[config.mk]
export PLATFORM = sky130hd
export DESIGN_NAME = md_unit
export DESIGN_NICKNAME = d
export VERILOG_FILES = /design/src/hw/md_pkg.sv /design/src/hw/md_ctrl.sv /design/src/hw/md_mult.sv /design/src/hw/md_div.sv /design/src/hw/md_hilo.sv /design/src/hw/md_unit.sv
export SDC_FILE = /design/constraint.sdc
export NUM_CORES = 2
export LEC_CHECK = 0
export ABC_CLOCK_PERIOD_IN_PS = 5700
export BUFFER_PORTS_ARGS = -buffer_cell sky130_fd_sc_hd__buf_2
export CAP_MARGIN = 20
export CORE_MARGIN = 1.5
export CORE_UTILIZATION = 32
export CTS_BUF_LIST = sky130_fd_sc_hd__clkbuf_4 sky130_fd_sc_hd__clkbuf_8 sky130_fd_sc_hd__clkbuf_16
export DETAILED_ROUTE_END_ITERATION = 6
export GPL_ROUTABILITY_DRIVEN = 0
export PLACE_DENSITY = 0.45
export SLEW_MARGIN = 20
export SYNTH_ARGS = -nofsm -noshare
export SYNTH_HDL_FRONTEND = slang
export SYNTH_HIERARCHICAL = 1
export SYNTH_SLANG_ARGS = --single-unit
[constraint.sdc]
create_clock -name clk -period 5.7 [get_ports clk]
set_input_delay 1.14 -clock clk [delete_from_list [all_inputs] [get_ports clk]]
set_output_delay 1.14 -clock clk [all_outputs]
set_load 0.02 [all_outputs]
[src/hw/md_pkg.sv]
package md_pkg;

	localparam int XLEN = 32;
	localparam int MULT_STAGES = 3;
	localparam int DIV_STEPS = 32;

	// divider step counter
	localparam int DIV_CNT_W = $clog2(DIV_STEPS);
	localparam logic [DIV_CNT_W-1:0] DIV_LAST = DIV_CNT_W'(DIV_STEPS - 1);

	// encodings follow the decoder's ALU2Op order for the first four
	typedef enum logic [2:0]
	{
		MD_MULTU = 3'd0,
		MD_MULT  = 3'd1,
		MD_DIVU  = 3'd2,
		MD_DIV   = 3'd3,
		MD_MTHI  = 3'd4,
		MD_MTLO  = 3'd5
	} md_op_e;

	typedef enum logic [1:0]
	{
		IDLE     = 2'd0,
		MUL_WAIT = 2'd1,
		DIV_WAIT = 2'd2,
		DONE     = 2'd3
	} md_state_e;

	// operation as issued by the pipeline
	typedef struct packed
	{
		md_op_e          op;
		logic [XLEN-1:0] a;
		logic [XLEN-1:0] b;
	} md_req_t;

	// hi is the upper product word or the remainder
	typedef struct packed
	{
		logic [XLEN-1:0] hi;
		logic [XLEN-1:0] lo;
	} md_result_t;

endpackage

[src/hw/md_ctrl.sv]
`timescale 1ns/1ps

module md_ctrl (
	input  logic                     clk,
	input  logic                     aresetn,
	input  logic                     req,
	input  md_pkg::md_req_t          cmd,
	input  logic                     flush,
	input  logic                     mul_valid,
	input  logic                     div_done,
	output logic                     ack,
	output logic                     mul_start,
	output logic                     div_start,
	output logic                     div_abort,
	output logic                     div_signed,
	output logic                     mul_signed,
	output logic                     wr_en_full,
	output logic                     wr_hi,
	output logic                     wr_lo,
	output logic [md_pkg::XLEN-1:0]  wr_word
);

	md_pkg::md_state_e state;
	logic accept;
	logic mul_ok;
	logic div_ok;

	assign accept = (state == md_pkg::IDLE) && req && !flush;
	assign mul_ok = (state == md_pkg::MUL_WAIT) && mul_valid;
	assign div_ok = (state == md_pkg::DIV_WAIT) && div_done;

	// moves commit on the acceptance edge itself
	assign wr_hi = accept && (cmd.op == md_pkg::MD_MTHI);
	assign wr_lo = accept && (cmd.op == md_pkg::MD_MTLO);
	assign wr_word = cmd.a;

	assign wr_en_full = (mul_ok || div_ok) && !flush; // flush drops the result
	assign div_abort = (state == md_pkg::DIV_WAIT) && flush;

	always_ff @(posedge clk)
	begin
		if (!aresetn)
		begin
			state <= md_pkg::IDLE;
			ack <= 1'b0;
			mul_start <= 1'b0;
			div_start <= 1'b0;
			mul_signed <= 1'b0;
			div_signed <= 1'b0;
		end
		else
		begin
			mul_start <= 1'b0; // single cycle pulses
			div_start <= 1'b0;
			case (state)
				md_pkg::IDLE:
					if (req)
					begin
						state <= md_pkg::DONE; // moves and cancelled ops
						if (!flush)
						begin
							case (cmd.op)
								md_pkg::MD_MULT, md_pkg::MD_MULTU:
								begin
									mul_start <= 1'b1;
									mul_signed <= (cmd.op == md_pkg::MD_MULT);
									state <= md_pkg::MUL_WAIT;
								end
								md_pkg::MD_DIV, md_pkg::MD_DIVU:
								begin
									div_start <= 1'b1;
									div_signed <= (cmd.op == md_pkg::MD_DIV);
									state <= md_pkg::DIV_WAIT;
								end
								default: ;
							endcase
						end
					end
				md_pkg::MUL_WAIT, md_pkg::DIV_WAIT:
					if (flush)
						state <= md_pkg::DONE;
					else if (mul_ok || div_ok)
					begin
						state <= md_pkg::DONE;
						ack <= 1'b1; // ack together with the write
					end
				md_pkg::DONE:
					if (req)
						ack <= 1'b1;
					else
					begin
						ack <= 1'b0;
						state <= md_pkg::IDLE;
					end
				default: state <= md_pkg::IDLE;
			endcase
		end
	end

	// four-phase rule seen from the pipeline side
	assert property (@(posedge clk) disable iff (!aresetn) $rose(ack) |-> req)
		else $error("ack rose while req was low");

	// the result mux in md_unit relies on this
	assert property (@(posedge clk) disable iff (!aresetn) !(mul_valid && div_done))
		else $error("multiplier and divider completed together");

endmodule

[src/hw/md_mult.sv]
`timescale 1ns/1ps

module md_mult (
	input  logic                     clk,
	input  logic                     aresetn,
	input  logic                     start,
	input  logic                     is_signed,
	input  logic [md_pkg::XLEN-1:0]  a,
	input  logic [md_pkg::XLEN-1:0]  b,
	output logic                     valid,
	output md_pkg::md_result_t       res
);

	logic [md_pkg::MULT_STAGES-1:0] vld; // valid chain, one bit per stage
	logic signed [md_pkg::XLEN:0] a_q;
	logic signed [md_pkg::XLEN:0] b_q;
	logic signed [49:0] pp_lo;
	logic signed [49:0] pp_hi;
	logic signed [65:0] lo_ext;
	logic signed [65:0] hi_ext;
	logic signed [65:0] prod;

	assign lo_ext = pp_lo;
	assign hi_ext = pp_hi;
	assign prod = (hi_ext <<< 16) + lo_ext;

	always_ff @(posedge clk)
	begin
		if (!aresetn)
			vld <= '0;
		else
			vld <= {vld[md_pkg::MULT_STAGES-2:0], start};
	end

	// stage 1 extends to 33 bits so one signed multiply covers both modes
	always_ff @(posedge clk)
	begin
		if (start)
		begin
			a_q <= {is_signed & a[md_pkg::XLEN-1], a};
			b_q <= {is_signed & b[md_pkg::XLEN-1], b};
		end
	end

	// stage 2 splits b at bit 16
	always_ff @(posedge clk)
	begin
		if (vld[0])
		begin
			pp_lo <= a_q * $signed({1'b0, b_q[15:0]}); // low half is unsigned
			pp_hi <= a_q * $signed(b_q[32:16]);
		end
	end

	// stage 3 sums the partial products
	always_ff @(posedge clk)
	begin
		if (vld[1])
			res <= md_pkg::md_result_t'(prod[63:0]);
	end

	assign valid = vld[md_pkg::MULT_STAGES-1];

endmodule

[src/hw/md_div.sv]
`timescale 1ns/1ps

module md_div (
	input  logic                     clk,
	input  logic                     aresetn,
	input  logic                     start,
	input  logic                     abort,
	input  logic                     is_signed,
	input  logic [md_pkg::XLEN-1:0]  a,
	input  logic [md_pkg::XLEN-1:0]  b,
	output logic                     done,
	output md_pkg::md_result_t       res
);

	typedef enum logic [1:0]
	{
		DV_IDLE = 2'd0,
		DV_RUN  = 2'd1,
		DV_FIX  = 2'd2
	} div_state_e;

	div_state_e state;
	logic [md_pkg::DIV_CNT_W-1:0] cnt;
	logic [md_pkg::XLEN-1:0] quo; // dividend shifts out, quotient shifts in
	logic [md_pkg::XLEN-1:0] rem;
	logic [md_pkg::XLEN-1:0] dvs;
	logic neg_q;
	logic neg_r;
	logic a_neg;
	logic b_neg;
	logic [md_pkg::XLEN:0] shifted;
	logic [md_pkg::XLEN+1:0] diff;

	assign a_neg = is_signed && a[md_pkg::XLEN-1];
	assign b_neg = is_signed && b[md_pkg::XLEN-1]; // zero divisor counts as positive
	assign shifted = {rem, quo[md_pkg::XLEN-1]};
	assign diff = {1'b0, shifted} - {2'b00, dvs};

	always_ff @(posedge clk)
	begin
		if (!aresetn)
		begin
			state <= DV_IDLE;
			cnt <= '0;
			done <= 1'b0;
		end
		else if (abort)
		begin
			state <= DV_IDLE;
			done <= 1'b0;
		end
		else
		begin
			done <= 1'b0;
			case (state)
				DV_IDLE:
					if (start)
					begin
						state <= DV_RUN;
						cnt <= '0;
					end
				DV_RUN:
				begin
					cnt <= cnt + 1'b1;
					if (cnt == md_pkg::DIV_LAST)
						state <= DV_FIX;
				end
				DV_FIX:
				begin
					state <= DV_IDLE;
					done <= 1'b1;
				end
				default: state <= DV_IDLE;
			endcase
		end
	end

	always_ff @(posedge clk)
	begin
		case (state)
			DV_IDLE:
				if (start)
				begin
					quo <= a_neg ? -a : a;
					rem <= '0;
					dvs <= b_neg ? -b : b;
					neg_q <= a_neg ^ b_neg;
					neg_r <= a_neg; // remainder takes the dividend's sign
				end
			DV_RUN:
			begin
				// restore on borrow, otherwise keep the difference
				quo <= {quo[md_pkg::XLEN-2:0], ~diff[md_pkg::XLEN+1]};
				rem <= diff[md_pkg::XLEN+1] ? shifted[md_pkg::XLEN-1:0]
				                            : diff[md_pkg::XLEN-1:0];
			end
			DV_FIX:
			begin
				res.hi <= neg_r ? -rem : rem;
				res.lo <= neg_q ? -quo : quo;
			end
			default: ;
		endcase
	end

	// one division at a time, enforced by the handshake in md_ctrl
	assert property (@(posedge clk) disable iff (!aresetn) start |-> state == DV_IDLE)
		else $error("divider started while busy");

endmodule

[src/hw/md_hilo.sv]
`timescale 1ns/1ps

module md_hilo (
	input  logic                     clk,
	input  logic                     aresetn,
	input  logic                     wr_en_full,
	input  md_pkg::md_result_t       wr_res,
	input  logic                     wr_hi,
	input  logic                     wr_lo,
	input  logic [md_pkg::XLEN-1:0]  wr_word,
	input  logic                     rd_hi,
	output logic [md_pkg::XLEN-1:0]  rd_data
);

	logic [md_pkg::XLEN-1:0] hi;
	logic [md_pkg::XLEN-1:0] lo;

	always_ff @(posedge clk)
	begin
		if (!aresetn)
		begin
			hi <= '0;
			lo <= '0;
		end
		else if (wr_en_full)
		begin
			hi <= wr_res.hi;
			lo <= wr_res.lo;
		end
		else
		begin
			if (wr_hi)
				hi <= wr_word; // MTHI
			if (wr_lo)
				lo <= wr_word; // MTLO
		end
	end

	// read port has no register stage
	assign rd_data = rd_hi ? hi : lo;

	assert property (@(posedge clk) disable iff (!aresetn) !(wr_en_full && (wr_hi || wr_lo)))
		else $error("full and half write in the same cycle");

endmodule

[src/hw/md_unit.sv]
`timescale 1ns/1ps

module md_unit (
	input  logic                     clk,
	input  logic                     aresetn,
	input  logic                     req,
	input  md_pkg::md_req_t          cmd,
	input  logic                     flush,
	input  logic                     rd_hi,
	output logic                     ack,
	output logic [md_pkg::XLEN-1:0]  rd_data
);

	logic mul_start;
	logic mul_signed;
	logic mul_valid;
	logic div_start;
	logic div_abort;
	logic div_signed;
	logic div_done;
	logic wr_en_full;
	logic wr_hi;
	logic wr_lo;
	logic [md_pkg::XLEN-1:0] wr_word;
	md_pkg::md_result_t mul_res;
	md_pkg::md_result_t div_res;
	md_pkg::md_result_t wr_res;

	// only one datapath completes per operation
	assign wr_res = mul_valid ? mul_res : div_res;

	md_ctrl u_ctrl (
		.clk        (clk),
		.aresetn    (aresetn),
		.req        (req),
		.cmd        (cmd),
		.flush      (flush),
		.mul_valid  (mul_valid),
		.div_done   (div_done),
		.ack        (ack),
		.mul_start  (mul_start),
		.div_start  (div_start),
		.div_abort  (div_abort),
		.div_signed (div_signed),
		.mul_signed (mul_signed),
		.wr_en_full (wr_en_full),
		.wr_hi      (wr_hi),
		.wr_lo      (wr_lo),
		.wr_word    (wr_word)
	);

	md_mult u_mult (
		.clk       (clk),
		.aresetn   (aresetn),
		.start     (mul_start),
		.is_signed (mul_signed),
		.a         (cmd.a),
		.b         (cmd.b),
		.valid     (mul_valid),
		.res       (mul_res)
	);

	md_div u_div (
		.clk       (clk),
		.aresetn   (aresetn),
		.start     (div_start),
		.abort     (div_abort),
		.is_signed (div_signed),
		.a         (cmd.a),
		.b         (cmd.b),
		.done      (div_done),
		.res       (div_res)
	);

	md_hilo u_hilo (
		.clk        (clk),
		.aresetn    (aresetn),
		.wr_en_full (wr_en_full),
		.wr_res     (wr_res),
		.wr_hi      (wr_hi),
		.wr_lo      (wr_lo),
		.wr_word    (wr_word),
		.rd_hi      (rd_hi),
		.rd_data    (rd_data)
	);

endmodule

==> impl_metrics.ini <==
[worst_setup_path]
cp_common_cell = fa_1
r2r_end = u_mult/pp_hi[44]
r2r_slack_ps = -670
crit_chain = buf_6 > and2_4 > fa_1 > inv_1 > fa_2 > fa_1 > fa_1 > inv_1 > fa_1 > fa_1 > ha_4 > and4_4 > o221a_4 > o2111ai_4 > a2111o_1 > a21oi_2 > o2111ai_2 > a211o_1 > o311a_1
crit_slowest_cell = fa_2
critPathKind = flop to flop
critPathMaxFanout = 5
critPathCaptureType = flop
cp.required_ps = 6100
r2r-start = u_mult/a_q[6]
max_stage_delay_ps = 550
critPathLaunchType = flop
r2r.worst_path.cells = 19
crit_arrival_ps = 6780

[timing]
min_period_ps = 6370
grt_setup_unrepaired = true
slew_violations = 0
fin_ws_ps = -672
skew_ps = 29.9
hold_viol = 0
fmaxAchievable_ghz = 0.157
setup_tns_ps = -25890
fin_crit_sh_pct = 112
final-setup-viol-count = 63
max_slew_margin_pct = 27.9
worst_pin_slew_ps = 1080

[global_routing]
antenna_found_initial = 16
grt_pass1_wl_um = 304000
overflow = 0
grt_util_all_layers_pct = 20.0
first_global_vias = 49100
grt_start_max_net_pins = 129

[min_path]
hp-start = u_mult/pp_lo[12]
hold_end = u_mult/res[12]
hp-class = flop to flop
hold_depth = 0

[routing]
first_iter_violations = 3203
ant_nets = 0
dr.pass1.iters = 5
wl_per_cell_um = 20.5
routed_wl_um = 200000
drc = 0
post_drt_via_cell_ratio = 4.74
dr_total_vias = 46200

[synthesis]
syn_area_per_cell_um2 = 9.82
ys_types = 103
yosys-top-cells-area = fa_1 32%, edfxtp_1 18%, inv_1 7.3%
synth-edff-count = 390
synth_area_leader_cell = fa_1
synth_area_mm2 = 0.0635
synthesis.nets = 7884
ys_top_cells_by_count = 1,240 x inv_1, 1,027 x fa_1, 823 x nand2_1
synthesis.instances = 6462
yosysSeqAreaShare_pct = 21.0
synthArstFlopShare_pct = 0
synth_top_area_share_pct = 32.4
ys_ff_latch = 472
synth_flop_cell = edfxtp_1
synth_warnings = 6
yosysMostFrequentCell = inv_1

[pwr]
clkPwrFrac_pct = 15.0
ir_worst_vdd_uv = 329
fin_total_pwr_uw = 26600
p_comb_share_pct = 68.5
p_int_uw = 15700
swShare_pct = 41.2
power_density_mw_per_mm2 = 347
p_sw_uw = 11000
seq_power_share_pct = 16.4
leakage_uw = 0.0359

[floorplanning]
initial_utilization_pct = 32.2
dieArea_mm2 = 0.201
die_h_um = 448
core_area_mm2 = 0.197
rows = 163
die_x_um = 448
ios = 105

[clocking]
cts_tree = built
clkTransAtPathRegs_ps = 60
numCtsBuffers = 60
cts.sinks = 472
cts_root_buf = clkbuf_16
htree_levels = 2
clock_latency_ps = 670
cts.path.max_buffers = 3
cts_hold_buf = 0

[placed_design]
portBuffers = 104
dp_hpwl_um = 160000
post-place-ws_ps = -788

[finish]
layout-drive-gt1-share_pct = 20.7
fill_cells = 19700
syn_to_final_growth_pct = 20.7
multiInputGateArea_mm2 = 0.0455
finish.net_count = 8459
seq_area_mm2 = 0.0134

[run]
maxCapViolCount = 0

[run_status]
status = finished, violations left
failed_checks = setup timing
[per-layer routing]
layer  GRT usage (%)  share of wire, %  wire (um)  up-vias
met3            1.35               3.9       7800      187
li1                -                 -          -    21400
met4            5.19               2.9       5760        0
met1            27.4                45      90300    23600
met2            34.1                48      95700      976
met5               0                 0          0        -
[power groups by stage]
stage               Sequential, uW  Clock (uW)  Combinational, uW
floorplan                     4420           0               8950
global placement              4450           0              15500
detailed placement            4450           0              15500
CTS                           4370        4110              17100
global route                  4380        4230              20100
finish                        4370        4000              18200
[registers in the layout, indices dropped and copies added (netlist names), 5 cells and up]
| signal | cells |
|---|---|
| u_div/dvs | 32 |
| u_div/quo | 32 |
| u_hilo/lo | 32 |
| u_mult/b_q | 33 |
| u_mult/pp_hi | 48 |
| u_hilo/hi | 32 |
| u_div/res | 64 |
| u_mult/pp_lo | 50 |
| u_mult/res | 64 |
| u_mult/a_q | 33 |
| u_div/rem | 32 |
| u_div/cnt | 5 |
[worst max-delay path: cells and delay by family, from the launching register on]
kind,cells,cell delay [ps]
adders and majority gates,7,3290
AOI/OAI and AO/OA,7,1650
buffers and inverters,3,310
and+or+nand+nor,2,380
DFF,1,500
[through the flow]
stage	utilization, %	instances	cell area, um^2	hold WS, ps
after floorplan	-	6462	64100	400
after global placement	36.6	9531	72300	404
after detailed placement	36.6	9531	72300	405
after CTS	38.3	9687	75600	415
after global routing	38.9	9734	76600	416
final	38.9	9739	76700	409
[cell usage in the layout, fill, tap and decap left out, drive strengths merged, types with 109 or more instances in the layout]
cell type and instances:
inv 1244, xnor2 199, ha 323, buf 852, edfxtp 390, nand2 824
fa 1027, a21oi 208, mux2 161, o21ai 155, a21o 109, nor2 190
and2 445
[repair_timing]
item,CTS,global route
gates cloned,3,4
hold endpoints to repair,0,0
resized for setup,182,175
setup endpoints to repair,63,68
buffers inserted,41,46
pin swaps,113,136
[layout make-up]
| class | count | area share [%] |
|---|---|---|
| antenna | 10 | 0.0326 |
| clock buffer | 85 | 2.29 |
| clock inverter | 29 | 0.421 |
| inverter | 1242 | 6.09 |
| multi-input combinational | 4405 | 59.4 |
| sequential | 472 | 17.4 |
| tap | 2640 | 4.31 |
| timing repair buffer | 856 | 10.1 |
[worst max path at each step]
stage               cells after the start               end  slack [ps]      startpoint
CTS                                    22  u_mult/pp_lo[48]        -710   u_mult/b_q[9]
finish                                 19  u_mult/pp_hi[44]        -670   u_mult/a_q[6]
global route                           23  u_mult/pp_lo[42]        -870   u_mult/b_q[6]
global placement                       22  u_mult/pp_lo[43]        -730  u_mult/a_q[11]
detailed placement                     20  u_mult/pp_hi[46]        -790   u_mult/a_q[6]
floorplan                              23  u_mult/pp_lo[38]        -320   u_mult/b_q[5]
[cell families after synthesis]
group | count (synthesis) | synth area share (%)
and+or+nand+nor | 1807 | 14.0
buffers and inverters | 1585 | 9.96
adders and majority gates | 1350 | 38.8
AOI/OAI and AO/OA | 764 | 8.19
DFF | 472 | 21.0
xor gates and xnor gates | 291 | 4.01
muxes | 193 | 4.07
Power figures use the tool's default switching activity.
